File: config.mk
export PLATFORM = sky130hd
export DESIGN_NAME = rsa_mont
export DESIGN_NICKNAME = d
export VERILOG_FILES = /design/src/rtl/rsa_pkg.sv /design/src/rtl/rsa_mont.sv
export VERILOG_INCLUDE_DIRS = /design/src /design/src/rtl
export SDC_FILE = /design/constraint.sdc
export NUM_CORES = 2
export LEC_CHECK = 0
export BUFFER_PORTS_ARGS = -buffer_cell sky130_fd_sc_hd__buf_2
export CAP_MARGIN = 30
export CORE_MARGIN = 4
export CORE_UTILIZATION = 41
export CTS_CLUSTER_DIAMETER = 50
export CTS_CLUSTER_SIZE = 40
export DETAILED_ROUTE_END_ITERATION = 6
export PLACE_DENSITY = 0.58
export SYNTH_ARGS = -nofsm -noshare
export SYNTH_HDL_FRONTEND = slang
export SYNTH_SLANG_ARGS = --single-unit
File: constraint.sdc
create_clock -name i_clk -period 43.2 [get_ports i_clk]
set_clock_uncertainty 0.15 [all_clocks]
set_input_delay 8.64 -clock i_clk [delete_from_list [all_inputs] [get_ports i_clk]]
set_output_delay 8.64 -clock i_clk [all_outputs]
set_load 0.02 [all_outputs]
File: src/rtl/rsa_settings.svh
`ifndef RSA_SETTINGS_SVH
`define RSA_SETTINGS_SVH

`define RSA_WIDTH 256                   // Operand width.
`define RSA_STEP_BITS 9                 // Counts past RSA_WIDTH.

`define RSA_PREP_ITERS `RSA_WIDTH       // Doublings into the Montgomery domain.
`define RSA_MONT_ITERS (`RSA_WIDTH + 1) // Halvings plus the final reduction.

`endif

File: src/rtl/rsa_pkg.sv
`include "rsa_settings.svh"

package rsa_pkg;

	typedef logic [`RSA_WIDTH-1:0] rsa_word_t;

	typedef struct packed {
		rsa_word_t msg; // Cipher text.
		rsa_word_t key; // Private exponent.
		rsa_word_t n;   // Modulus, odd.
	} rsa_req_t;

	typedef enum logic [1:0] {
		ST_IDLE,
		ST_PREP,
		ST_STEP,
		ST_UPDATE
	} rsa_state_e;

endpackage

File: src/rtl/rsa_mont.sv
`include "rsa_settings.svh"

module rsa_mont
	import rsa_pkg::*;
(
	input  logic      i_clk,
	input  logic      i_rst,
	input  logic      i_start,
	input  rsa_word_t i_a,
	input  rsa_word_t i_b,
	input  rsa_word_t i_n,
	output rsa_word_t o_result,
	output logic      o_done
);

	localparam logic [`RSA_STEP_BITS-1:0] REDUCE_CNT = `RSA_STEP_BITS'(`RSA_WIDTH);
	localparam logic [`RSA_STEP_BITS-1:0] LAST_CNT   = `RSA_STEP_BITS'(`RSA_MONT_ITERS);

	logic                      busy;
	logic [`RSA_STEP_BITS-1:0] cnt;
	rsa_word_t                 a_sr;    // Multiplier bits, LSB first.
	logic [`RSA_WIDTH+1:0]     sum;     // Stays below 2N.
	logic [`RSA_WIDTH+1:0]     n_ext;
	logic [`RSA_WIDTH+1:0]     sum_b;
	logic [`RSA_WIDTH+1:0]     sum_n;
	logic [`RSA_WIDTH+1:0]     sum_red;

	assign n_ext   = {2'b00, i_n};
	assign sum_b   = a_sr[0] ? sum + {2'b00, i_b} : sum;
	assign sum_n   = sum_b[0] ? sum_b + n_ext : sum_b; // Make it even.
	assign sum_red = (sum >= n_ext) ? sum - n_ext : sum;

	always_ff @(posedge i_clk or posedge i_rst) begin
		if (i_rst) begin
			busy   <= 1'b0;
			cnt    <= '0;
			o_done <= 1'b0;
		end else begin
			o_done <= 1'b0;
			if (!busy) begin
				if (i_start) begin
					busy <= 1'b1;
					cnt  <= '0;
				end
			end else if (cnt == LAST_CNT) begin
				busy   <= 1'b0;
				o_done <= 1'b1;
			end else begin
				cnt <= cnt + 1'b1;
			end
		end
	end

	// b and N are held by the caller for the whole run.
	always_ff @(posedge i_clk) begin
		if (!busy) begin
			if (i_start) begin
				a_sr <= i_a;
				sum  <= '0;
			end
		end else if (cnt < REDUCE_CNT) begin
			a_sr <= a_sr >> 1;
			sum  <= {1'b0, sum_n[`RSA_WIDTH+1:1]};
		end else if (cnt == REDUCE_CNT) begin
			o_result <= sum_red[`RSA_WIDTH-1:0];
		end
	end

	assert property (@(posedge i_clk) disable iff (i_rst) busy |-> !i_start)
		else $error("rsa_mont: start while busy.");

endmodule

Word level (Yosys, flattened, before mapping) --
Cells that the tools add are included.
Word-level totals: register bits after elaboration 781, bits in latches 0, RAM bits 0, bits in read-only memories 0, input port bits 771, output and inout port bits 257, memories kept 0
Cells by class: add/subtract/negate cells 4, $mul 0, divide/modulo/power cells 0, $lt $le $gt $ge 2, equal/unequal tests 4, shift-type cells 0, multiplexer cells 17, bitwise logic cells 1, reduce and logical (&&, ||, !) cells 4
Operators by type and width (count):
- 2-to-1 mux 258 bit | 5
- 2-to-1 mux 256 bit | 4
- adder 258 x 256 -> 258 bit | 2
- >= comparator 258 x 256 -> 1 bit | 1
- subtractor 256 bit | 1
- 2-to-1 mux 9 bit | 3
- equality test 9 bit, second input constant | 2
- adder 9 x 1 -> 9 bit, second input constant | 1
- less-than comparator 9 bit, second input constant | 1
- 2-to-1 mux 1 bit | 5
- AND reduction 2 bit | 2
- AND reduction 3 bit | 1
- inequality test 2 x 1 -> 1 bit, second input constant | 1
- inequality test 2 bit, second input constant | 1
- nonzero test 2 bit | 1
- NOT 1 bit | 1

Logic depth before layout (Yosys ltp) --
depth after elaboration 6, gate-level depth with buffers 32, gate-level depth less buffers 31

Least setup slack after synthesis --
No wires, ideal clock.
kind register to register, start point reg busy, end point reg a_sr[0], enable pin, library setup time 2.100 ns, data arrival time 36.605 ns, required time 40.950 ns, setup slack 4.345 ns, cell stages (with the launch flop) 5, path buffers 2, clock period less this slack 38.855 ns, cell sequence dfrtp_1 > clkbuf_1 > inv_2 > clkbuf_1 > o21ai_0
Between the ends: longest elaborated chain between the ends 2, elaborated cells on any way between the ends 3
RTL lines:
- start: declaration | RTL line rsa_mont.sv:19 | logic busy;
- start signal: assignment | RTL line rsa_mont.sv:35 | busy <= 1'b0;
- start signal: assignment | RTL line rsa_mont.sv:42 | busy <= 1'b1;
- start signal: assignment | RTL line rsa_mont.sv:46 | busy <= 1'b0;
- inequality test 2 x 1 -> 1 bit (no source line) / nonzero test 2 bit (equally long branches)
- AND reduction 2 bit (no source line) *
- end signal: assignment | RTL line rsa_mont.sv:58 | a_sr <= i_a;
- end signal: assignment | RTL line rsa_mont.sv:62 | a_sr <= a_sr >> 1;
- end: declaration | RTL line rsa_mont.sv:21 | rsa_word_t a_sr;
Every way passes the cells marked *; elsewhere a longest branch is shown, timed or not. A chain may end at the register's enable or synchronous reset.

Worst setup path after layout --
start point in i_b[0], end point reg sum[210] (data pin)
Between the ends: longest elaborated chain between the ends 6
RTL lines:
- start: declaration | RTL line rsa_mont.sv:10 | input rsa_word_t i_b,
- adder 258 x 256 -> 258 bit * | RTL line rsa_mont.sv:29 | assign sum_b = a_sr[0] ? sum + {2'b00, i_b} : sum;
- 2-to-1 mux 258 bit * | RTL line rsa_mont.sv:29
- adder 258 x 256 -> 258 bit | RTL line rsa_mont.sv:30 | assign sum_n = sum_b[0] ? sum_b + n_ext : sum_b;
- 2-to-1 mux 258 bit * | RTL line rsa_mont.sv:30
- 2-to-1 mux 258 bit * | RTL line rsa_mont.sv:61 | end else if (cnt < REDUCE_CNT) begin
- 2-to-1 mux 258 bit * | RTL line rsa_mont.sv:56 | if (!busy) begin
- end signal: assignment | RTL line rsa_mont.sv:63 | sum <= {1'b0, sum_n[`RSA_WIDTH+1:1]};
- end: declaration | RTL line rsa_mont.sv:22 | logic [`RSA_WIDTH+1:0] sum;
Every way passes the cells marked *; elsewhere a longest branch is shown, timed or not. The select of a mux whose other input is x is not followed.

==> flow_summary.json <==
{
  "routed_wl_um": 548200,
  "path_buf_inv": 2,
  "chipWidth_um": 484.1,
  "seq_area_frac_synth": 0.2515,
  "syn_area_um2": 92920,
  "antenna_found_initial": 116,
  "slew_viol_final": 0,
  "final_core_utilization": 0.4709,
  "synthFlopType": "edfxtp_1",
  "worst_pin_slew_ns": 1.349,
  "cts_tree": "built",
  "viasPerCell": 6.651,
  "multi_input_area_um2": 64960,
  "grt_pass1_vias": 97618,
  "die_y_um": 484.1,
  "crit_fanout": 9,
  "nNetsFinal": 14346,
  "worst_hold_startpoint": "a_sr[185]$_DFFE_PP_",
  "fillCellCount": 22366,
  "syn-num-nets": 13669,
  "finalSetupTns_ns": 0,
  "final_cells": 15986,
  "cp_slowest_stage_delay_ns": 0.73,
  "required_ns": 43.62,
  "drt-wirelength-per-cell_um": 34.29,
  "finalCritPeriodShare": 0.4455,
  "vias": 106330,
  "drive_gt1_frac": 0.1631,
  "synth_area_per_cell_um2": 7.663,
  "fmax_mhz": 51.96,
  "cts-buffers-inserted": 140,
  "clock_latency_ns": 0.87,
  "yosysUniqueCellTypes": 100,
  "ios": 1028,
  "path_class": "input port to flip-flop",
  "cts_root_buf": "clkbuf_16",
  "grt_max_degree": 109,
  "ys.warnings.count": 0,
  "synthArstFlopShare": 0.01410,
  "seq_area_um2": 23370,
  "row_count": 174,
  "clk_pin_slew_ns": 0.07,
  "clk_path_buf_depth": 3,
  "grt_overflow": 0,
  "core_area_um2": 225100,
  "maxCapViolations": 0,
  "worstSetupStartpointType": "input port",
  "final-setup-viol-count": 0,
  "port_buffers": 1027,
  "cts_setup_buffers": 0,
  "violations": "DRC",
  "globalRouteTotalUtil": 0.4421,
  "crit_top_cell": "a21oi_1",
  "critPathCaptureType": "flip-flop",
  "synthCells": 12126,
  "path_delay_family": "compound AO/OA/AOI/OAI gates",
  "cp_slowest_cell": "a31oi_1",
  "syn2layout_area_growth_pct": 14.08,
  "hold_class": "flip-flop to flip-flop",
  "regToRegStartpoint": "sum[24]$_SDFFCE_PN0P_",
  "place_congestion": 1.125,
  "die-area_um2": 234300,
  "critPathLaunch": "i_b[0]",
  "relSlewSlack": 0.1004,
  "synth_seq_cells": 780,
  "synth_edf_count": 769,
  "place_hpwl_um": 464200,
  "antenna_left": 0,
  "arrival_ns": 19.66,
  "drc": 4,
  "hold_violations": 0,
  "grt_pass1_wl_um": 748700,
  "rsz0062_at_grt": "false",
  "drtIter0Drc": 15580,
  "hold_buffers": 0,
  "start_util": 0.4128,
  "cts_resized": 0,
  "period_minus_slack_ns": 19.24,
  "cts_sinks": 780,
  "ctsHtreeMaxLevel": 4,
  "dp.cells": 15631,
  "first_pass_iters": 7,
  "run_status": "finished with violations"
}
## layout by cell type, fill, tap and decap left out, types with 490 or more instances in the layout
cell type  instances
edfxtp_1         769
nor2_1           938
nand2_1         1639
mux2_2           490
nand4_1          491
inv_1            556
ha_1             769
buf_2           1048
o21ai_0         1062
a21oi_1         1603
## area by class of cell
cell class / count / share of cell area
clock inverter: 104 / 0.01298
antenna: 78 / 0.001841
multi-input combinational: 10101 / 0.6129
sequential: 780 / 0.2205
timing repair buffer: 1222 / 0.06324
inverter: 558 / 0.01983
tap: 2992 / 0.03532
clock buffer: 151 / 0.03344
## Yosys cell counts (15+ instances only)
| cell | number | area (um2) |
|---|---|---|
| or2_2 | 52 | 325.3 |
| o31a_1 | 22 | 192.7 |
| o211ai_1 | 57 | 427.9 |
| inv_1 | 557 | 2091 |
| nand3_1 | 146 | 730.7 |
| a31o_2 | 19 | 166.4 |
| o21a_1 | 103 | 773.2 |
| nor3_1 | 211 | 1056 |
| a221oi_1 | 61 | 534.3 |
| a211oi_1 | 62 | 465.5 |
| edfxtp_1 | 769 | 23090 |
| nand4_1 | 491 | 3072 |
| o21ai_0 | 1065 | 5330 |
| o21bai_1 | 282 | 2117 |
| o211a_1 | 16 | 160.2 |
| a22oi_1 | 15 | 112.6 |
| o21ai_1 | 25 | 125.1 |
| a21o_1 | 371 | 2785 |
| or3_1 | 61 | 381.6 |
| nand2_1 | 1642 | 6163 |
| nor4_1 | 79 | 494.2 |
| nor2b_1 | 46 | 287.8 |
| o31ai_1 | 95 | 713.2 |
| xnor2_1 | 437 | 3827 |
| a221o_1 | 16 | 160.2 |
| a31oi_1 | 77 | 481.7 |
| or4_1 | 25 | 187.7 |
| and4_1 | 45 | 394.1 |
| o41ai_1 | 18 | 157.7 |
| and2_1 | 31 | 193.9 |
| clkbuf_1 | 556 | 2087 |
| buf_1 | 35 | 131.4 |
| nand2b_1 | 48 | 300.3 |
| xor2_1 | 291 | 2549 |
| o2bb2ai_1 | 19 | 166.4 |
| ha_1 | 769 | 9622 |
| buf_2 | 89 | 445.4 |
| o2111ai_1 | 16 | 140.1 |
| o221ai_1 | 33 | 289.0 |
| a21oi_1 | 1604 | 8028 |
| and3_1 | 45 | 281.5 |
| a21boi_0 | 64 | 480.5 |
| mux2_2 | 490 | 5518 |
| nor2_1 | 942 | 3536 |
## sequential cells by signal, summed over array words and instances (netlist names)
signal and flops:
cnt 9, o_done 1, o_result 256, sum 257
busy 1, a_sr 256
## through the flow
step                      area, um2  hold WS (ns)  setup WS [ns]
after floorplan               92920        0.3222          4.345
after global placement       100400        0.3447          23.33
after detailed placement     100700        0.3781          23.32
after CTS                    105600        0.3766          24.17
after global routing         105900        0.3986          23.82
final                        106000        0.3857          23.96
## worst register-to-register path: cells and delay by family, from the launching register on
kind / cells / cell delay (ns)
adder cells (fa/ha/maj): 2 / 0.88
AO/OA/AOI/OAI: 11 / 4.46
buffers and inverters: 1 / 0.26
AND/OR/NAND/NOR: 10 / 4.57
XOR/XNOR: 2 / 0.35
flip-flops: 1 / 0.49
multiplexers: 1 / 0.33
## cell families after synthesis
family | count (synthesis) | synth area share
AOI/OAI and AO/OA | 4195 | 0.2723
and+or+nand+nor | 3909 | 0.1916
buffers and inverters | 1245 | 0.05167
DFF | 780 | 0.2515
adders and majority gates | 772 | 0.1042
xor gates and xnor gates | 728 | 0.06862
muxes | 497 | 0.06018
## path summary, 6_finish.rpt
| path | to | slack [ns] | depth (start not counted) |
|---|---|---|---|
| max reg2reg | sum[210]$_SDFFCE_PN0P_ | 31.46 | 27 |
| min reg2reg | a_sr[184]$_DFFE_PP_ | 0.39 | 1 |
| max | sum[210]$_SDFFCE_PN0P_ | 23.96 | 30 |
| min | a_sr[184]$_DFFE_PP_ | 0.39 | 1 |
| max in group asynchronous | busy$_DFF_PP0_ | 34.87 | 2 |
| min in group asynchronous | cnt[5]$_DFFE_PP0P_ | 7.63 | 2 |
## metal layers
layer  global-route usage  share of wire  vias to the layer above
li1                     -              -                    46232
met1               0.5796           0.40                    51144
met2               0.6295           0.40                     7444
met3               0.1316           0.12                     1482
met4               0.2846          0.079                       28
met5                    0        0.00032                        -
Power is left out: the tool's default activity adds up to more than one toggle a clock period on the data nets, which glitch-free logic cannot reach.
