===== config.mk =====
export PLATFORM = sky130hd
export DESIGN_NAME = rsa_prep
export DESIGN_NICKNAME = d
export VERILOG_FILES = /design/src/rtl/rsa_pkg.sv /design/src/rtl/rsa_prep.sv
export VERILOG_INCLUDE_DIRS = /design/src /design/src/rtl
export SDC_FILE = /design/constraint.sdc
export NUM_CORES = 1
export LEC_CHECK = 0
export BUFFER_PORTS_ARGS = -buffer_cell sky130_fd_sc_hd__buf_2
export CAP_MARGIN = 20
export CORE_AREA = 2 2 304 306
export DETAILED_ROUTE_END_ITERATION = 8
export DIE_AREA = 0 0 306 308
export GPL_TIMING_DRIVEN = 0
export MAX_ROUTING_LAYER = met4
export PLACE_DENSITY = 0.67
export SYNTH_ARGS = -nofsm -noshare
export SYNTH_HDL_FRONTEND = slang
export SYNTH_SLANG_ARGS = --single-unit

===== constraint.sdc =====
create_clock -name i_clk -period 16.7 [get_ports i_clk]
set_clock_uncertainty 0.2 [all_clocks]
set_input_delay 1.67 -clock i_clk [delete_from_list [all_inputs] [get_ports i_clk]]
set_output_delay 1.67 -clock i_clk [all_outputs]
set_load 0.01 [all_outputs]

===== src/rtl/rsa_settings.svh =====
`ifndef RSA_SETTINGS_SVH
`define RSA_SETTINGS_SVH

`define RSA_WIDTH 256                   // Operand width.
`define RSA_STEP_BITS 9                 // Counts past RSA_WIDTH.

`define RSA_PREP_ITERS `RSA_WIDTH       // Doublings into the Montgomery domain.
`define RSA_MONT_ITERS (`RSA_WIDTH + 1) // Halvings plus the final reduction.

`endif


===== src/rtl/rsa_pkg.sv =====
`include "rsa_settings.svh"

package rsa_pkg;

	typedef logic [`RSA_WIDTH-1:0] rsa_word_t;

	typedef struct packed {
		rsa_word_t msg; // Cipher text.
		rsa_word_t key; // Private exponent.
		rsa_word_t n;   // Modulus, odd.
	} rsa_req_t;

	typedef enum logic [1:0] {
		ST_IDLE,
		ST_PREP,
		ST_STEP,
		ST_UPDATE
	} rsa_state_e;

endpackage


===== src/rtl/rsa_prep.sv =====
`include "rsa_settings.svh"

module rsa_prep
	import rsa_pkg::*;
(
	input  logic      i_clk,
	input  logic      i_rst,
	input  logic      i_start,
	input  rsa_word_t i_msg,
	input  rsa_word_t i_n,
	output rsa_word_t o_result,
	output logic      o_done
);

	localparam logic [`RSA_STEP_BITS-1:0] LAST_CNT = `RSA_STEP_BITS'(`RSA_PREP_ITERS);

	logic                      busy;
	logic [`RSA_STEP_BITS-1:0] cnt;
	rsa_word_t                 val;
	logic [`RSA_WIDTH:0]       dbl;     // One bit of headroom.
	logic [`RSA_WIDTH:0]       dbl_red;

	assign dbl      = {val, 1'b0};
	assign dbl_red  = (dbl >= {1'b0, i_n}) ? dbl - {1'b0, i_n} : dbl;
	assign o_result = val;

	always_ff @(posedge i_clk or posedge i_rst) begin
		if (i_rst) begin
			busy   <= 1'b0;
			cnt    <= '0;
			o_done <= 1'b0;
		end else begin
			o_done <= 1'b0;
			if (!busy) begin
				if (i_start) begin
					busy <= 1'b1;
					cnt  <= '0;
				end
			end else if (cnt == LAST_CNT) begin
				busy   <= 1'b0; // Extra cycle raises done.
				o_done <= 1'b1;
			end else begin
				cnt <= cnt + 1'b1;
			end
		end
	end

	// Value stays below N, so one subtraction per doubling is enough.
	always_ff @(posedge i_clk) begin
		if (!busy && i_start) begin
			val <= i_msg;
		end else if (busy && cnt != LAST_CNT) begin
			val <= dbl_red[`RSA_WIDTH-1:0];
		end
	end

	assert property (@(posedge i_clk) disable iff (i_rst) busy |-> !i_start)
		else $error("rsa_prep: start while busy.");

endmodule


Word level (Yosys, flattened, before mapping)
Cells that the tools add are included.
{"block": "totals", "regBits": 267, "output_inout_bits": 257, "wordCells": 27}
{"block": "classes", "n_addsub": 2, "order_cmp": 1, "n_eq_ne": 3, "mux": 11, "n_reduce_logical": 6}
{"op": "2-to-1 mux 256 bit", "n": 3}
{"op": ">= comparator 257 x 256 -> 1 bit", "n": 1}
{"op": "subtractor 256 bit", "n": 1}
{"op": "2-to-1 mux 9 bit", "n": 3}
{"op": "adder 9 x 1 -> 9 bit, second input constant", "n": 1}
{"op": "== test 9 bit, second input constant", "n": 1}
{"op": "inequality test 9 bit, second input constant", "n": 1}
{"op": "2-to-1 mux 1 bit", "n": 5}
{"op": "nonzero test 2 bit", "n": 2}
{"op": "logical AND 1 bit", "n": 2}
{"op": "inequality test 2 bit, second input constant", "n": 1}
{"op": "AND reduction 2 bit", "n": 1}
{"op": "logical NOT 1 bit", "n": 1}

Logic depth before layout (Yosys ltp)
{"block": "logic_depth", "depth_word": 4, "mapped_depth": 19, "depth_no_buf": 16}

Worst setup path after synthesis
OpenSTA, ideal clock, no wires.
{"block": "synth_path", "kind": "input to register", "startpoint": "in i_start", "endpoint": "reg cnt[2]", "setup_ps": 135, "arrival_ps": 8313, "required_ps": 16365, "slack_ps": 8052, "path_stages": 7, "n_path_buf": 2, "path_cell_list": "nand2b_1 clkbuf_1 clkbuf_1 nand2_1 o21ai_0 nand2_1 o21ai_0"}
{"block": "synth_via", "elab_chain_cells": 2}
{"element": "start, declared", "line_no": "rsa_prep.sv:8", "text": "input logic i_start,"}
{"element": "nonzero test 2 bit (no source line)"}
{"element": "AND reduction 2 bit (no source line)"}
{"element": "end signal, assigned", "line_no": "rsa_prep.sv:43", "text": "cnt <= cnt + 1'b1;"}
{"element": "end, declared", "line_no": "rsa_prep.sv:18", "text": "logic [`RSA_STEP_BITS-1:0] cnt;"}
Every way passes these cells.
A chain may end at the register's enable or synchronous reset.

Worst setup path after layout
{"block": "layout_path", "startpoint": "in i_n[144]", "endpoint": "reg val[245], in the netlist o_result[245] (data pin)"}
{"block": "layout_via", "elab_chain_cells": 4, "elab_cells_between_ends": 5}
{"element": "start, declared", "line_no": "rsa_prep.sv:10", "text": "input rsa_word_t i_n,"}
{"element": "subtractor 256 bit / >= comparator 257 x 256 -> 1 bit (equally long branches)", "line_no": "rsa_prep.sv:24", "text": "assign dbl_red = (dbl >= {1'b0, i_n}) ? dbl - {1'b0, i_n} : dbl;"}
{"element": "2-to-1 mux 256 bit *", "line_no": "rsa_prep.sv:24"}
{"element": "2-to-1 mux 256 bit *", "line_no": "rsa_prep.sv:52", "text": "end else if (busy && cnt != LAST_CNT) begin"}
{"element": "2-to-1 mux 256 bit *", "line_no": "rsa_prep.sv:50", "text": "if (!busy && i_start) begin"}
{"element": "end signal, assigned", "line_no": "rsa_prep.sv:51", "text": "val <= i_msg;"}
{"element": "end signal, assigned", "line_no": "rsa_prep.sv:53", "text": "val <= dbl_red[`RSA_WIDTH-1:0];"}
{"element": "end, declared", "line_no": "rsa_prep.sv:19", "text": "rsa_word_t val;"}
Mark *: on every way between the ends. The rest lies on a longest branch, timed or not. The select of a mux whose other input is x is not followed.

==> impl_metrics.sql <==
INSERT INTO impl_metrics (metric_group, metric, value, unit) VALUES
('outcome', 'run_status', 'finished clean', ''),
('sta', 'timing.final.crit_share', '43.5', '%'),
('die', 'fp.dieArea', '94200', 'um2'),
('pwr', 'clkPwrFrac', '8.5', '%'),
('routing', 'route.detailed.vias_per_inst', '5.99', ''),
('sta', 'worst-slew-pin-transition', '1.26', 'ns'),
('worst_setup_path', 'cp_slowest_stage_delay', '1.03', 'ns'),
('clocking', 'cts_hold_repair.buffers', '0', ''),
('routing', 'routedWlPerCell', '25.7', 'um'),
('clocking', 'postCtsSetupRepairBufs', '0', ''),
('die', 'floorplan.initialDensity', '36.9', '%'),
('routing', 'wirelength', '177000', 'um'),
('worst_setup_path', 'startpoint_type', 'input pin', ''),
('die', 'boundaryPins', '772', ''),
('routing', 'route.vias.total', '41300', ''),
('logic_synthesis', 'synth_edf_count', '256', ''),
('logic_synthesis', 'ys_seq_elements', '267', ''),
('routing', 'initialDrtViolationCount', '5097', ''),
('pwr', 'power.net_switching', '5390', 'uW'),
('logic_synthesis', 'synth_cell_type_count', '93', ''),
('logic_synthesis', 'postSynth.asyncResetShare', '4.12', '%'),
('pwr', 'p_int', '4180', 'uW'),
('logic_synthesis', 'synth_flop_cell', 'edfxtp_1', ''),
('clocking', 'ctsHtreeMaxLevel', '2', ''),
('sta', 'worst_max_slew_margin_expressed_relative_to_the_limit', '16.1', '%'),
('sta', 'max_freq', '138', 'MHz'),
('clocking', 'clk_transition_reported_paths', '0.06', 'ns'),
('worst_setup_path', 'worstSetupStartpoint', 'i_n[144]', ''),
('clocking', 'clock_tree_from_tritoncts', 'yes', ''),
('clocking', 'cts_resized', '0', ''),
('pwr', 'leakage', '0.0177', 'uW'),
('logic_synthesis', 'synthesis.nets', '5605', ''),
('cells_and_area', 'ff_latch_area', '7960', 'um2'),
('logic_synthesis', 'syn-instance-count', '4831', ''),
('placement', 'gp_routability_congestion', '1.05', ''),
('worst_hold_path', 'holdCritStartpoint', 'cnt[8]$_DFFE_PP0P_', ''),
('grt', 'global_route.usage.total', '37.0', '%'),
('die', 'die-width', '306', 'um'),
('clocking', 'clockRootBuffer', 'clkbuf_16', ''),
('placement', 'numPortBuffers', '771', ''),
('cells_and_area', 'fillers', '9711', ''),
('logic_synthesis', 'synth_area_per_cell', '6.94', 'um2'),
('worst_setup_path', 'required', '16.97', 'ns'),
('worst_hold_path', 'worstHoldPathType', 'reg2reg', ''),
('sta', 'maxSlewViolCount', '0', ''),
('grt', 'first_global_vias', '38500', ''),
('logic_synthesis', 'synth.yosys.seq_area_share', '23.7', '%'),
('logic_synthesis', 'synth.yosys.warnings', '0', ''),
('clocking', 'cts_max_path_buffers', '3', ''),
('pwr', 'power.share.switching', '56.4', '%'),
('die', 'floorplan.rows', '111', ''),
('pwr', 'power.sequential.fraction', '17.8', '%'),
('sta', 'fin_tns_setup', '0', 'ns'),
('sta', 'rsz0062_at_grt', 'no', ''),
('placement', 'place.detailed.hpwl', '149000', 'um'),
('worst_setup_path', 'worst-setup-path-type', 'in2reg', ''),
('clocking', 'total_clock_buffers_created_by_cts', '37', ''),
('grt', 'grt_max_degree', '69', ''),
('worst_setup_path', 'critical_path.reg2reg.startpoint', 'o_result[143]$_DFFE_PP_', ''),
('worst_setup_path', 'crit_path_max_fanout', '7', ''),
('die', 'core_region_area', '91000', 'um2'),
('grt', 'antenna_found_initial', '22', ''),
('clocking', 'clock_insertion_delay_worst_skew', '0.64', 'ns'),
('grt', 'global_route_wire_length_before_repair', '253000', 'um'),
('worst_setup_path', 'crit_path_cell_trace', 'buf_2 -> inv_1 -> ha_1 -> clkbuf_1 -> nand4_1 -> nor4_1 -> nand3_1 -> nor4_1 -> o31ai_1 -> buf_2 -> nand3_1 -> a32oi_1 -> nand2_1 -> o21a_1 -> a221oi_2 -> nor3_1 -> mux2_1 -> a211oi_1', ''),
('routing', 'antenna_left', '0', ''),
('pwr', 'power_per_cell_area', '237', 'nW/um2'),
('worst_setup_path', 'worst_path_max_delay_cell', 'nor4_1', ''),
('cells_and_area', 'final_nets', '6434', ''),
('routing', 'drc', '0', ''),
('grt', 'grt.overflow.total', '0', '');
-- power groups by stage --
| stage | sequential (uW) | combinational [uW] | clock (uW) |
|---|---|---|---|
| after floorplan | 1700 | 4340 | 0 |
| after global placement | 1690 | 6760 | 0 |
| after detailed placement | 1700 | 6810 | 0 |
| after CTS | 1690 | 6860 | 811 |
| after global routing | 1730 | 7620 | 831 |
| final | 1710 | 7050 | 809 |
-- cell usage after synthesis (all sizes together) (11+ instances only) --
library cell,n,share of area [%]
or2,23,0.43
nand2,611,6.8
a21o,81,1.8
o21a,36,0.83
o31ai,21,0.54
nor3,110,1.7
a211oi,21,0.50
o211ai,20,0.48
dfrtp,11,0.82
ha,258,9.6
nor2,539,6.0
clkbuf,178,2.0
a221oi,22,0.59
nand4,172,3.2
a21boi,34,0.77
xor2,79,2.1
a21oi,760,11
a31oi,55,1.2
and3,33,0.62
o21ai,504,7.6
buf,89,1.4
edfxtp,256,23
nand3,63,0.94
o21bai,103,2.3
nor4,28,0.52
nand2b,20,0.37
a311oi,12,0.31
inv,382,4.3
xnor2,156,4.1
or3,19,0.35
-- cells in the final DEF (no fill, tap or decap), drive strengths merged, types with 63 or more instances in the layout --
cell and count:
o21bai 103, a21oi 760, nor3 110, ha 258
xor2 79, edfxtp 256, inv 384, nand4 172
nand2 611, nor2 539, nand3 63, a21o 81
clkbuf 222, o21ai 504, buf 878, xnor2 156
-- state kept, by name, indices dropped and copies added (netlist names) --
register	flops
busy	1
o_result	256
o_done	1
cnt	9
-- cell families (layout without fill, tap and decap cells) --
| logic type | count (synthesis) | in the layout | synth area share (%) |
|---|---|---|---|
| simple gates | 1653 | 1653 | 21.8 |
| mux | 8 | 8 | 0.250 |
| fa+ha+maj | 259 | 259 | 9.69 |
| buf+inv | 649 | 1502 | 7.65 |
| flops | 267 | 267 | 23.7 |
| compound gates | 1760 | 1760 | 30.7 |
| other cells | 0 | 17 | 0 |
| xor+xnor | 235 | 235 | 6.14 |
-- routing by layer --
metal,up-vias,GRT usage (%),wire [um]
met1,19700,48.3,74400
met5,-,-,0
met4,0,13.8,7670
met2,2235,57.2,78400
met3,336,6.16,16700
li1,19000,-,-
-- critical path: cells and delay by family --
kind / cells / cell delay, ns
AO/OA/AOI/OAI: 5 / 0.96
adder cells (fa/ha/maj): 1 / 0.28
buffers and inverters: 4 / 0.63
multiplexers: 1 / 0.36
AND/OR/NAND/NOR: 7 / 3.63
-- worst paths after layout --
kind,to,slack [ns],cells past startpoint
max,o_result[245]$_DFFE_PP_,9.43,18
min,cnt[8]$_DFFE_PP0P_,0.28,1
max reg2reg,o_result[245]$_DFFE_PP_,10.12,16
min reg2reg,cnt[8]$_DFFE_PP0P_,0.28,1
max in group asynchronous,cnt[1]$_DFFE_PP0P_,15.16,2
min in group asynchronous,cnt[4]$_DFFE_PP0P_,0.83,2
-- layout make-up --
class | instances | share of cell area (%)
Inverter | 382 | 3.55
Multi-Input combinational cell | 3915 | 57.0
Antenna cell | 17 | 0.105
Buffer | 267 | 2.81
Timing Repair Buffer | 790 | 10.3
Sequential cell | 267 | 19.7
Tap cell | 1186 | 3.68
Clock inverter | 20 | 0.449
Clock buffer | 43 | 2.35
-- stage by stage --
step | hold slack [ns] | total power [uW] | worst slack (ns) | cells | utilization (%)
global route | 0.322 | 10200 | 9.35 | 6884 | 44.4
finish | 0.284 | 9570 | 9.43 | 6887 | 44.4
global placement | 0.268 | 8450 | 4.25 | 6788 | 42.7
floorplan | 0.240 | 6040 | 8.05 | 4831 | -
detailed placement | 0.285 | 8510 | 8.97 | 6806 | 43.1
CTS | 0.287 | 9360 | 9.59 | 6869 | 44.3
Note: power is estimated with default switching activity, not from simulation.
