[src/rtl/rsa_settings.svh]
`ifndef RSA_SETTINGS_SVH
`define RSA_SETTINGS_SVH

`define RSA_WIDTH 256                   // Operand width.
`define RSA_STEP_BITS 9                 // Counts past RSA_WIDTH.

`define RSA_PREP_ITERS `RSA_WIDTH       // Doublings into the Montgomery domain.
`define RSA_MONT_ITERS (`RSA_WIDTH + 1) // Halvings plus the final reduction.

`endif

[src/rtl/rsa_pkg.sv]
`include "rsa_settings.svh"

package rsa_pkg;

	typedef logic [`RSA_WIDTH-1:0] rsa_word_t;

	typedef struct packed {
		rsa_word_t msg; // Cipher text.
		rsa_word_t key; // Private exponent.
		rsa_word_t n;   // Modulus, odd.
	} rsa_req_t;

	typedef enum logic [1:0] {
		ST_IDLE,
		ST_PREP,
		ST_STEP,
		ST_UPDATE
	} rsa_state_e;

endpackage

[src/rtl/rsa_exp_scanner.sv]
`include "rsa_settings.svh"

module rsa_exp_scanner
	import rsa_pkg::*;
(
	input  logic      i_clk,
	input  logic      i_rst,
	input  logic      i_load,
	input  rsa_word_t i_key,
	input  logic      i_advance,
	output logic      o_bit,
	output logic      o_last
);

	localparam logic [`RSA_STEP_BITS-1:0] LAST_STEP = `RSA_STEP_BITS'(`RSA_WIDTH - 1);

	rsa_word_t                 key_sr;
	logic [`RSA_STEP_BITS-1:0] step;

	assign o_bit  = key_sr[0];
	assign o_last = (step == LAST_STEP);

	always_ff @(posedge i_clk or posedge i_rst) begin
		if (i_rst) begin
			step <= '0;
		end else if (i_load) begin
			step <= '0;
		end else if (i_advance) begin
			step <= step + 1'b1;
		end
	end

	always_ff @(posedge i_clk) begin
		if (i_load) begin
			key_sr <= i_key;
		end else if (i_advance) begin
			key_sr <= key_sr >> 1; // Next exponent bit.
		end
	end

endmodule

[config.mk]
export PLATFORM = sky130hd
export DESIGN_NAME = rsa_exp_scanner
export DESIGN_NICKNAME = d
export VERILOG_FILES = /design/src/rtl/rsa_pkg.sv /design/src/rtl/rsa_exp_scanner.sv
export VERILOG_INCLUDE_DIRS = /design/src /design/src/rtl
export SDC_FILE = /design/constraint.sdc
export NUM_CORES = 1
export LEC_CHECK = 0
export BUFFER_PORTS_ARGS = -buffer_cell sky130_fd_sc_hd__clkbuf_2
export CAP_MARGIN = 0
export CORE_ASPECT_RATIO = 0.6
export CORE_MARGIN = 2
export CORE_UTILIZATION = 45
export CTS_CLUSTER_DIAMETER = 40
export DETAILED_ROUTE_END_ITERATION = 8
export GPL_TIMING_DRIVEN = 1
export PLACE_DENSITY = 0.69
export SLEW_MARGIN = 10
export SYNTH_ARGS = -nofsm -noshare
export SYNTH_HDL_FRONTEND = slang
export SYNTH_SLANG_ARGS = --single-unit
[constraint.sdc]
create_clock -name i_clk -period 2.8 [get_ports i_clk]
set_input_delay 0.42 -clock i_clk [delete_from_list [all_inputs] [get_ports i_clk]]
set_output_delay 0.42 -clock i_clk [all_outputs]
set_load 0.03 [all_outputs]
# After elaboration in Yosys (flattened, before gate mapping)
# Cells that the tools add are included.
[word_totals]
reg_bits = 265
latch_bits = 0
ramBits = 0
romBits = 0
inputBits = 260
output_inout_bits = 2
wordCells = 9
n_memories = 0
[op_classes]
addsub = 1
mul = 0
div_mod_pow = 0
order_cmp = 0
n_eq_ne = 1
n_shift = 0
mux = 4
bitwise = 0
n_reduce_logical = 1
[op_table]
columns = ["cell", "n"]
rows = [
  ["2-to-1 mux 256 bit", 2],
  ["2-to-1 mux 9 bit", 2],
  ["adder 9 x 1 -> 9 bit (second input constant)", 1],
  ["equality test 9 x 8 -> 1 bit (second input constant)", 1],
  ["nonzero test 2 bit", 1],
]

# Logic depth before layout (Yosys ltp)
# Gate-level depths: netlist of the first run.
[logic_depth]
ltp_word = 3
mapped_depth = 5

# Worst setup path after synthesis of the first run
# OpenSTA, ideal clock, no wires.
[synth_path]
path_kind = "input-to-reg"
from = "input i_load"
to = "register key_sr[0] (enable)"
setup_time_ns = 0.511
arrival_ns = 4.014
setup_slack_ns = -1.726
path_stages = 4
path_buffers = 3
path_cell_list = "buf_2 -> buf_2 -> buf_4 -> or2_2"
[synth_between]
elab_chain_len = 1
[synth_rtl]
columns = ["element", "line_no", "source"]
rows = [
  ["from (decl)", "rsa_exp_scanner.sv:8", "input logic i_load,"],
  ["nonzero test 2 bit (no source line)", "-", ""],
  ["to (signal assigned)", "rsa_exp_scanner.sv:35", "key_sr <= i_key;"],
  ["to (signal assigned)", "rsa_exp_scanner.sv:37", "key_sr <= key_sr >> 1;"],
  ["to (decl)", "rsa_exp_scanner.sv:17", "rsa_word_t key_sr;"],
]
# No other way between the ends.
# A chain may end at the register's enable or synchronous reset.

# Worst setup path in the final report of the first run
[layout_path]
from = "register step[0]"
to = "output o_last"
[layout_between]
elab_chain_len = 1
[layout_rtl]
columns = ["element", "line_no", "source"]
rows = [
  ["from (decl)", "rsa_exp_scanner.sv:18", "logic [`RSA_STEP_BITS-1:0] step;"],
  ["from (signal assigned)", "rsa_exp_scanner.sv:29", "step <= step + 1'b1;"],
  ["equality test 9 x 8 -> 1 bit", "rsa_exp_scanner.sv:21", "assign o_last = (step == LAST_STEP);"],
  ["to (decl)", "rsa_exp_scanner.sv:12", "output logic o_last"],
]
# No other way between the ends.

==> metrics.md, run 1 <==
| Metric | Value |
|---|---|
| Status | completed |
| Post-CTS sizing | 0 |
| Worst hold slack | between 0.15 and 0.2 ns |
| Period Utilization, post-route | around four fifths |
| Yosys top cell area share | 68.0% |
| Final antenna-violating net count | 0 |
| CP dominant cell by count | ha_1 |
| Ys Warns | 0 |
| F_max | roughly 0.45 GHz |
| CP Max Fanout | 4 |
| Crit path time final | 2.21 ns |
| Detailed Route WL | 21900 um |
| Clock transition at the registers of the reported paths | about 0.060 ns |
| Unrepaired setup endpoints after global routing | false |
| Port Buffers | 261 |
| EDFF count, synth | around 260 |
| Mapped Nets | 849 |
| Dpl hpwl | approximately 15000 um |
| Startpoint Class | flop |
| #FFs+latches synth | 265 |
| Most common cell after layout, fill and taps aside | clkbuf_2 |
| Nets | ~1100 |
| Die Y | 127 um |
| Pwr Density | around 680 nW/um^2 |
| Yosys cell types | 22 |
| Most frequent cells in the layout | 260 x clkbuf_2, 256 x edfxtp_1, 255 x mux2_2 |
| Area grow syn2layout | 22.6% |
| DRC violations left | 0 |
| Sequential-to-total area share from yosys stat | between 60 and 70% |
| VDD IR max | slightly below 0.0004 V |
| Rows | 44 |
| DR pass1 iterations | 4 |
| CTS tree | yes |
| Vias per cell | between 5 and 6 |
| Crit end category | output port |
| Vias in the first global route | 6197 |
| Area of the core | 24400 um^2 |
| H-tree Lvls | 1 |
| MaxCap Viol Count | 0 |
| HP Class | in2reg |
| Total power draw | ~0.0095 W |
| Initial antenna violation count | 3 |
| Non-filler cells in the finished layout | around 1200 |
| CP Cell Sequence | ha_1, nand3_1, nor2_1, ha_1, clkbuf_2 |
| Cells after DPL | roughly 1200 |
| Total track usage | ~16% |
| Area leader, netlist | edfxtp_1 |
| Vias | approximately 6000 |
| 1st-iter DRT viols | between 400 and 500 |
| Post-synthesis average cell area | about 19 um^2 |
| Final-report hold violation count | 0 |
| Ys async rst share | 3.40% |
| Relative slew slack | about half |
| Number of buffers created by CTS | 28 |
| Worst Skew | approximately 0.0095 ns |
| Leak Pwr | 5.45 nW |
| Max-slew violations | 0 |
| Post-CTS Setup Inserts | 0 |
| Mapped Area | approximately 11000 um^2 |
| Max stage delay cell, worst path | dfrtp_1 |
| Top cells by area, synth | edfxtp_1 68%, mux2_2 25%, buf_6 2.0% |
| Setup CP Type | reg2out |
| Worst EP arrival | ~1.8 ns |
| Post-Synthesis Cells | 587 |
| Ys flop type | edfxtp_1 |
| Initial Utilization | about 46% |
| Critical path required time | 2.38 ns |
| Share of post-route cells with drive strength above 1 | approximately 65% |
| Root Buffer | clkbuf_16 |
| Clk buf depth | 3 |
| Io pins | around 260 |
| First-pass GRT wire length | approximately 34000 um |
| Gr ovfl total | 0 |
| Placer's final routability congestion estimate | about 0.74 |
| Worst-Skew Late Latency | roughly 0.53 ns |
| Routed length per instance | 18.1 um |
| DIE AREA | ~26000 um^2 |
| CP max stage delay | between 0.4 and 0.5 ns |
| # setup viols final | 0 |
| Clk sinks | 265 |
| Worst-Margin Slew | roughly 0.76 ns |
| Die W | 209 um |
| Largest net degree at the start of global routing | about 140 |
==> synthesized netlist by cell type (all sizes together), types with 2 or more instances <==
master,count
a21oi,3
buf,31
dfrtp,9
edfxtp,256
ha,2
inv,2
mux2,255
nand2,2
nand3,3
nand4,3
nor2,7
o21ai,3
or3,3
xor2,3
==> layer usage <==
metal | track usage [%] | vias up | part of all wire [%]
met5 | 0 | - | 0
met4 | 3.66 | 0 | 1.7
met3 | 5.72 | 25 | 8.6
met2 | 23.4 | 177 | 42
met1 | 24.3 | 2975 | 48
li1 | - | 2864 | -
==> registers in the layout, indices dropped and copies added (netlist names) <==
signal  cells
key_sr    256
step        9
==> repair_timing <==
item                       4_1_cts  5_1_grt
hold buffers                     1        0
hold endpoints to repair         9        0
setup endpoints to repair        0        0
==> logic make-up (layout without fill, tap and decap cells) <==
kind of cell / after synthesis / after routing / synth area share [%]
and+or+nand+nor: 20 / 20 / 1.01
xor gates and xnor gates: 4 / 4 / 0.310
DFF: 265 / 265 / 70.0
adders and majority gates: 2 / 2 / 0.221
AOI/OAI and AO/OA: 7 / 7 / 0.332
other: 0 / 2 / 0
buffers and inverters: 33 / 329 / 2.68
muxes: 256 / 256 / 25.5
==> worst max-delay path, delay by kind of cell, from the launching register on <==
family / cells / cell delay [ns]
AND/OR/NAND/NOR: 2 / 0.21
buffers and inverters: 1 / 0.20
adder cells (fa/ha/maj): 2 / 0.42
flip-flops: 1 / 0.44
==> area by class of cell <==
type	count	area, um^2
fill	1967	10600
sequential	265	7910
tap	322	403
clock inverter	17	178
clock buffer	32	737
inverter	2	7.51
antenna	2	5.00
timing repair buffer	278	1520
multi-input combinational	289	3100
==> power by group <==
group | internal [W] | switching, W
sequential | 0.00485 | 0.000110
clock | 0.00217 | 0.00153
combinational | 0.000490 | 0.000313
==> worst paths after layout <==
check,slack [ns],depth (start not counted),to,startpoint
setup / recovery,0.59,5,o_last,step[0]$_DFFE_PP0P_
hold / removal,0.17,2,key_sr[255]$_SDFFCE_PN0P_,i_key[255]
setup reg to reg,1.33,5,step[8]$_DFFE_PP0P_,step[0]$_DFFE_PP0P_
hold reg to reg,0.54,1,key_sr[123]$_DFFE_PP_,key_sr[124]$_DFFE_PP_
max in group asynchronous,2.12,3,step[6]$_DFFE_PP0P_,i_rst
min in group asynchronous,0.40,3,step[7]$_DFFE_PP0P_,i_rst
==> metrics by stage <==
stage | setup TNS [ns] | setup WS [ns] | util, % | instance area (um^2)
floorplan | -69.16 | -0.270 | - | 11300
global placement | 0 | 0.910 | 52.9 | 12900
detailed placement | 0 | 0.874 | 52.9 | 12900
CTS | 0 | 0.543 | 56.7 | 13900
global route | 0 | 0.453 | 56.7 | 13900
finish | 0 | 0.588 | 56.7 | 13900
(Power assumes the default switching activity.)
==> run 2: changes to the inputs <==
--- a/config.mk
+++ b/config.mk
@@ -6,6 +6,7 @@
 export SDC_FILE = /design/constraint.sdc
 export NUM_CORES = 1
 export LEC_CHECK = 0
+export ABC_AREA = 1
 export BUFFER_PORTS_ARGS = -buffer_cell sky130_fd_sc_hd__clkbuf_2
 export CAP_MARGIN = 0
 export CORE_ASPECT_RATIO = 0.6
@@ -14,7 +15,7 @@
 export CTS_CLUSTER_DIAMETER = 40
 export DETAILED_ROUTE_END_ITERATION = 8
 export GPL_TIMING_DRIVEN = 1
-export PLACE_DENSITY = 0.69
+export PLACE_DENSITY = 0.71
 export SLEW_MARGIN = 10
 export SYNTH_ARGS = -nofsm -noshare
 export SYNTH_HDL_FRONTEND = slang
==> constraint.sdc (replaced) <==
create_clock -name i_clk -period 2 [get_ports i_clk]
set_input_delay 0.3 -clock i_clk [delete_from_list [all_inputs] [get_ports i_clk]]
set_output_delay 0.3 -clock i_clk [all_outputs]
set_load 0.03 [all_outputs]
==> run 2 against run 1 <==
Compared with the run above:
- the flow now finishes with violations (setup timing)
- non-clock buffer count rose by 15
- setup slack got worse by 0.75 ns
- design area rose by 3.1%
- core utilization rose by 0.058 points
- critical endpoint unchanged
==> metrics.md, run 2 <==
| Metric | Value |
|---|---|
| Crit path time final | 2.16 ns |
| Relative slew slack | 64.3% (+15 points) |
| Placed cell areas | 13100 um^2 (+1.1%) |
| # setup viols final | 1 (+1) |
| Root Buffer | clkbuf_16 |
| Worst EP arrival | 1.86 ns (+0.07 ns) |
| FF-to-FF setup slack | 0.49 ns (-0.84 ns) |
| Io pins | 262 (unchanged) |
| Non-filler cells in the finished layout | 1767 (+46%) |
| Hold Path Depth | 3 (+1) |
| Max-slew violations | 0 (unchanged) |
| Initial Utilization | 45.6% (-0.65 points) |
| Nets | 1676 (+49%) |
| Area grow syn2layout | 24.4% |
| Cells after DPL | 1694 (+47%) |
| Die Y | 128 um (+0.73%) |
| Number of buffers created by CTS | 31 (+11%) |
| Most frequent cell after synthesis | nand2_1 |
| Total area of sequential cells | 7910 um^2 (unchanged) |
| Fin worst setup slack | -0.158 ns (-0.746 ns) |
| Startpoint Class | flop |
| Yosys top cell area share | 67.0% (-1.0 points) |
| Final antenna-violating net count | 0 (unchanged) |
| Most common cell after layout, fill and taps aside | nand2_1 |
| DRC violations left | 0 (unchanged) |
| Multi-input gate area | 3130 um^2 (+1.2%) |
| Endpoint, Worst Hold | key_sr[255]$_SDFFCE_PN0P_ |
| Setup CP Type | reg2out |
| H-tree Lvls | 1 (unchanged) |
| Clk sinks | 265 (unchanged) |
| Post-synthesis average cell area | 10.0 um^2 (-48%) |
| Status | finished, violations left |
| Yosys cell types | 20 (-9.1%) |
| Mapped Area | 11500 um^2 (+1.5%) |
| Leak Pwr | 6.93 nW (+27%) |
| Die W | 210 um (+0.74%) |
| VDD IR max | 0.000565 V (+43%) |
| Vias | 8301 (+37%) |
| Worst reg2reg path depth | 7 (+2) |
| EDFF count, synth | 256 (unchanged) |
| Vias in the first global route | 7814 (+26%) |
| Placer's final routability congestion estimate | 0.862 (+16%) |
| Critical hold path startpoint | i_key[255] |
| CTS tree | yes |
| Detailed Route WL | 24600 um (+12%) |
| Worst-Skew Late Latency | 0.55 ns (+0.02 ns) |
| Max reg flops | 256 (unchanged) |
| F_max | ~0.46 GHz |
| Total track usage | 18.2% (+1.8 points) |
| Top cells by area, synth | edfxtp_1 67%, nand2_1 26%, buf_6 2.0% |
| MaxCap Viol Count | 0 (unchanged) |
| Share of post-route cells with drive strength above 1 | 23.7% (-41 points) |
| Area leader, netlist | edfxtp_1 |
| Final-report hold violation count | 0 (unchanged) |
| Ys flop type | edfxtp_1 |
| Port Buffers | 261 (unchanged) |
| Ys Warns | 0 (unchanged) |
| Area of the core | 25200 um^2 (+3.0%) |
| Top Registers | key_sr (256), step (9) |
| Most frequent cells in the layout | 782 x nand2_1, 259 x clkbuf_2, 256 x edfxtp_1 |
| Clock transition at the registers of the reported paths | 0.06 ns (about the same) |
| Total power draw | 0.0137 W (+44%) |
| Critical path required time | 1.70 ns (-0.68 ns) |
| Crit end category | output port |
| DR pass1 iterations | 5 (+1) |
| RR Startpoint | step[1]$_DFFE_PP0P_ |
| Post-Synthesis Cells | 1145 (+95%) |
| Routed length per instance | 13.9 um (-23%) |
| Pwr Density | 957 nW/um^2 (+40%) |
| Ys async rst share | 3.40% (unchanged) |
| Gr ovfl total | 0 (unchanged) |
| Worst Skew | 0.0122 ns (+0.00267 ns) |
| Failing checks | setup timing |
| First-pass GRT wire length | 39100 um (+16%) |
| Clk buf depth | 3 (unchanged) |
| Sequential-to-total area share from yosys stat | 68.9% (-1.0 points) |
| Unrepaired setup endpoints after global routing | true |
| Period Utilization, post-route | 108% |
| HP Class | in2reg |
| Post-synth top cells | 783 x nand2_1, 256 x edfxtp_1, 30 x buf_2 |
| Rows | 45 (+2.3%) |
| Dpl hpwl | 16000 um (+8.4%) |
| Fillers | 2172 (+10%) |
| Initial antenna violation count | 2 (-1) |
| Mapped Nets | 1407 (+66%) |
| Biggest register | key_sr |
| Worst-Margin Slew | 0.535 ns (-0.228 ns) |
| CP Max Fanout | 3 (-1) |
| Worst reg2reg endpoint | step[8]$_DFFE_PP0P_ |
| Post-route cell area | 14300 um^2 (+3.1%) |
| Largest net degree at the start of global routing | 108 (-21%) |
| Vias per cell | 4.70 (-6.1%) |
| DIE AREA | 26800 um^2 (+1.5%) |
| 1st-iter DRT viols | 736 (+79%) |
| #FFs+latches synth | 265 (unchanged) |
==> run 2: cell types whose count changed after synthesis, sizes merged, moves of 5 or more <==
| cell | previous run | this run |
|---|---|---|
| nor2 | 7 | 12 |
| mux2 | 255 | 0 |
| inv | 2 | 11 |
| buf | 31 | 55 |
| nand2 | 2 | 784 |
==> run 2: worst max path at each step <==
stage                     cells after the start             endpoint  slack [ns]                 from
after floorplan                               3  key_sr[0]$_DFFE_PP_       -2.76               i_load
after global placement                        7               o_last        0.38  step[0]$_DFFE_PP0P_
after detailed placement                      7               o_last        0.28  step[0]$_DFFE_PP0P_
after CTS                                     7               o_last       -0.16  step[1]$_DFFE_PP0P_
after global routing                          7               o_last       -0.24  step[1]$_DFFE_PP0P_
final                                         7               o_last       -0.16  step[1]$_DFFE_PP0P_
==> run 2: kinds of logic (layout without fill, tap and decap cells) <==
group / Yosys count / after routing / share of synthesized area (%)
adder cells (fa/ha/maj): 2 / 2 / 0.218
flip-flops: 265 / 265 / 68.9
other: 0 / 1 / 0
buffers and inverters: 68 / 360 / 4.04
AND/OR/NAND/NOR: 804 / 804 / 26.5
AO/OA/AOI/OAI: 6 / 6 / 0.327
==> run 2: power by group <==
| group | switching, W | internal, W | leakage, nW |
|---|---|---|---|
| sequential | 0.000146 | 0.00676 | 2.80 |
| clock | 0.00233 | 0.00328 | 0.496 |
| combinational | 0.000676 | 0.000479 | 3.63 |
| total | 0.00315 | 0.0105 | 6.93 |
==> run 2: what timing repair did <==
action / CTS / global route
gates cloned: 0 / 0
endpoints found under the hold margin: 22 / 0
hold buffers: 14 / 0
setup endpoints to repair: 1 / 1
gates resized for setup: 4 / 6
pin swaps: 0 / 5
setup buffers: 2 / 0
==> run 2: layout make-up <==
| class | instances | area share, % |
|---|---|---|
| antenna | 1 | 0.0175 |
| clock buffer | 36 | 5.56 |
| clock inverter | 20 | 1.59 |
| inverter | 11 | 0.368 |
| multi-input combinational | 812 | 21.9 |
| sequential | 265 | 55.4 |
| tap | 329 | 2.88 |
| timing repair buffer | 293 | 12.3 |
==> run 2: layer usage <==
layer / global-route usage [%] / part of all wire, % / vias up
met5: 0 / 0.053 / -
met4: 4.21 / 1.8 / 2
met3: 3.77 / 6.3 / 39
met2: 27.2 / 44 / 262
met1: 27.5 / 48 / 3770
li1: - / - / 4228
==> run 2: critical path, stage by stage, from the launching register on <==
cell     delay, ns
dfrtp_1       0.38
ha_2          0.22
nand2_2       0.07
nor2_4        0.12
nand3_2       0.09
nor2_2        0.11
ha_2          0.19
buf_8         0.12
==> run 2: stage by stage <==
| step | hold WS [ns] | util [%] | setup WS [ns] | setup TNS, ns |
|---|---|---|---|---|
| after floorplan | 0.128 | - | -2.76 | -708.26 |
| after global placement | 0.269 | 51.9 | 0.378 | 0 |
| after detailed placement | 0.267 | 51.9 | 0.278 | 0 |
| after CTS | 0.0000715 | 56.7 | -0.162 | -0.162 |
| after global routing | 0.00963 | 56.8 | -0.244 | -0.244 |
| final | 0.0197 | 56.8 | -0.158 | -0.158 |
==> run 3: changes to the inputs <==
--- a/config.mk
+++ b/config.mk
@@ -7,15 +7,16 @@
 export NUM_CORES = 1
 export LEC_CHECK = 0
 export ABC_AREA = 1
+export ABC_CLOCK_PERIOD_IN_PS = 2000
 export BUFFER_PORTS_ARGS = -buffer_cell sky130_fd_sc_hd__clkbuf_2
 export CAP_MARGIN = 0
 export CORE_ASPECT_RATIO = 0.6
 export CORE_MARGIN = 2
-export CORE_UTILIZATION = 45
+export CORE_UTILIZATION = 49
 export CTS_CLUSTER_DIAMETER = 40
 export DETAILED_ROUTE_END_ITERATION = 8
 export GPL_TIMING_DRIVEN = 1
-export PLACE_DENSITY = 0.71
+export PLACE_DENSITY = 0.76
 export SLEW_MARGIN = 10
 export SYNTH_ARGS = -nofsm -noshare
 export SYNTH_HDL_FRONTEND = slang
==> run 3 against run 2 <==
Compared with the run above:
- the flow still finishes with violations (setup timing)
- cell count down 2.3%
- flip-flop and latch count unchanged
- critical endpoint unchanged
- wire length is 3.1% lower
- sequential power about the same
- largest cell class unchanged
==> metrics.md, run 3 (synthesized netlist as in run 2, its figures left out) <==
| Metric | Value |
|---|---|
| Status | finished, violations left |
| Failing checks | setup timing |
| Endpoint, Worst Hold | key_sr[69]$_DFFE_PP_ |
| Worst reg2reg path depth | 7 (unchanged) |
| Final-report hold violation count | 0 (unchanged) |
| Die Y | 123 um (-4.0%) |
| Reg power frac | 52.6% (+2.1 points) |
| Leak Pwr | 6.76 nW (-2.5%) |
| Dpl hpwl | 15200 um (-5.1%) |
| ANT cells | 0 (-1) |
| Vias per cell | 4.76 (+1.3%) |
| Switching share of power | 22.8% (-0.25 points) |
| Worst-Margin Slew | 1.37 ns (+0.833 ns) |
| DIE AREA | 24700 um^2 (-8.0%) |
| F_max | 0.475 GHz (+2.4%) |
| CTS tree | yes |
| Port Buffers | 261 (unchanged) |
| Critical path required time | 1.70 ns (about the same) |
| Worst hold slack | 0.0375 ns (+0.0178 ns) |
| Share of post-route cells with drive strength above 1 | 23.3% (-0.36 points) |
| Pwr Density | 947 nW/um^2 (-1.1%) |
| DR pass1 iterations | 7 (+2) |
| Area grow syn2layout | 21.0% |
| Setup CP Type | reg2out |
| Crit end category | output port |
| Total power draw | 0.0131 W (-3.8%) |
| Biggest register | key_sr |
| Clock transition at the registers of the reported paths | 0.07 ns (about the same) |
| Worst EP arrival | 1.81 ns (-0.05 ns) |
| Power share of the clock group | 39.0% (-2.0 points) |
| Final antenna-violating net count | 0 (unchanged) |
| Vias in the first global route | 7643 (-2.2%) |
| Largest net degree at the start of global routing | 258 (+140%) |
| Critical hold path startpoint | i_key[69] |
| Io pins | 262 (unchanged) |
| Startpoint Class | flop |
| Max-slew violations | 0 (unchanged) |
| Clk sinks | 265 (unchanged) |
| Gr ovfl total | 0 (unchanged) |
| MaxCap Viol Count | 0 (unchanged) |
| Initial Utilization | 49.9% (+4.2 points) |
| Max reg flops | 256 (unchanged) |
| Worst Skew | 0.0121 ns (-0.000109 ns) |
| VDD IR max | 0.000554 V (-1.9%) |
| Clk buf depth | 3 (unchanged) |
| # setup viols final | 1 (unchanged) |
| Root Buffer | clkbuf_16 |
| H-tree Lvls | 1 (unchanged) |
| FF-to-FF setup slack | 0.51 ns (+0.02 ns) |
| Worst reg2reg endpoint | step[8]$_DFFE_PP0P_ |
| 1st-iter DRT viols | 781 (+6.1%) |
| Routed length per instance | 13.8 um (-0.84%) |
| HP Class | in2reg |
| Hold Path Depth | 3 (unchanged) |
| Sw power | 0.00300 W (-4.9%) |
| Crit path time final | 2.11 ns (-0.0514 ns) |
| Vias | 8222 (-0.95%) |
| Placer's final routability congestion estimate | 0.803 (-6.8%) |
| First-pass GRT wire length | 38000 um (-2.9%) |
| Area of the core | 23000 um^2 (-8.5%) |
| Setup TNS | -0.107 ns (+0.0514 ns) |
| Most common cell after layout, fill and taps aside | nand2_1 |
| Most frequent cells in the layout | 782 x nand2_1, 259 x clkbuf_2, 256 x edfxtp_1 |
| Internal power | 0.0102 W (-3.5%) |
| Initial antenna violation count | 0 (-2) |
| DRC violations left | 0 (unchanged) |
| Number of buffers created by CTS | 28 (-9.7%) |
| Unrepaired setup endpoints after global routing | true |
| Relative slew slack | 8.77% (-56 points) |
| CP Max Fanout | 3 (unchanged) |
| Rows | 43 (-4.4%) |
| Worst-Skew Late Latency | 0.52 ns (-0.03 ns) |
| Nets | 1652 (-1.4%) |
| RR Startpoint | step[0]$_DFFE_PP0P_ |
| Fin worst setup slack | -0.107 ns (+0.0514 ns) |
| Period Utilization, post-route | 105% (-2.6 points) |
| Combinational power share | 8.4% (about the same) |
| Total track usage | 19.2% (+0.96 points) |
| Die W | 202 um (-4.1%) |
| Top Registers | key_sr (256), step (9) |
| Final Util | 60.3% (+3.5 points) |
| Detailed Route WL | 23800 um (-3.1%) |
run 3: changes by cell type in the layout (fill, tap and decap cells not counted), sizes merged:
cell         previous run  this run
buf                    19        12
bufinv                  3         2
clkbuf                296       292
clkinv                 11        13
diode                   1         0
dlygate4sd3            14         1
inv                    14        12
run 3: routing by layer:
metal | vias to the layer above | track usage [%] | routed length [um]
li1 | 4167 | - | -
met1 | 3723 | 30.0 | 11300
met2 | 305 | 28.2 | 10300
met3 | 27 | 3.45 | 1920
met4 | 0 | 3.58 | 337
met5 | - | 0 | 0
run 3: worst max path at each step:
stage | start | endpoint | cells past startpoint
3_3_place_gp | i_load | key_sr[88]$_DFFE_PP_ | 4
2_1_floorplan | i_load | key_sr[0]$_DFFE_PP_ | 3
4_1_cts | step[1]$_DFFE_PP0P_ | o_last | 7
5_1_grt | step[0]$_DFFE_PP0P_ | o_last | 7
6_report | step[0]$_DFFE_PP0P_ | o_last | 7
3_5_place_dp | i_load | key_sr[87]$_DFFE_PP_ | 4
run 3: power by group through the flow:
stage,registers (W),logic [W],clock network [W]
2_1_floorplan,0.00701,0.000680,0
3_3_place_gp,0.00701,0.00108,0
3_5_place_dp,0.00702,0.00111,0
4_1_cts,0.00691,0.00112,0.00526
5_1_grt,0.00696,0.00127,0.00548
6_report,0.00691,0.00111,0.00513
run 3: through the flow:
stage	instances	setup slack [ns]	instance area, um^2
final	1727	-0.107	13900
after global routing	1727	-0.206	13900
after CTS	1726	-0.0953	13900
after detailed placement	1671	0.163	12900
after global placement	1671	0.189	12900
after floorplan	1145	-2.76	11500
run 3: worst max-delay path, cell delays in order (launching register included):
cell and delay, ns:
dfrtp_1 0.37, ha_2 0.22, nand2_2 0.07, nor2_4 0.13, nand3_2 0.09, nor2_2 0.11, ha_2 0.18, buf_8 0.12
run 3: layout make-up:
type	count	area, um^2
fill	1947	9140
sequential	265	7910
multi-input combinational	812	3130
timing repair buffer	272	1470
clock buffer	33	741
tap	315	394
clock inverter	19	185
inverter	11	50.0
run 3: timing repair:
item | CTS | global route
hold endpoints to repair | 9 | 0
setup endpoints to repair | 1 | 1
buffers inserted | 2 | 1
pin swaps | 0 | 5
hold buffers | 1 | 0
gates resized for setup | 4 | 6
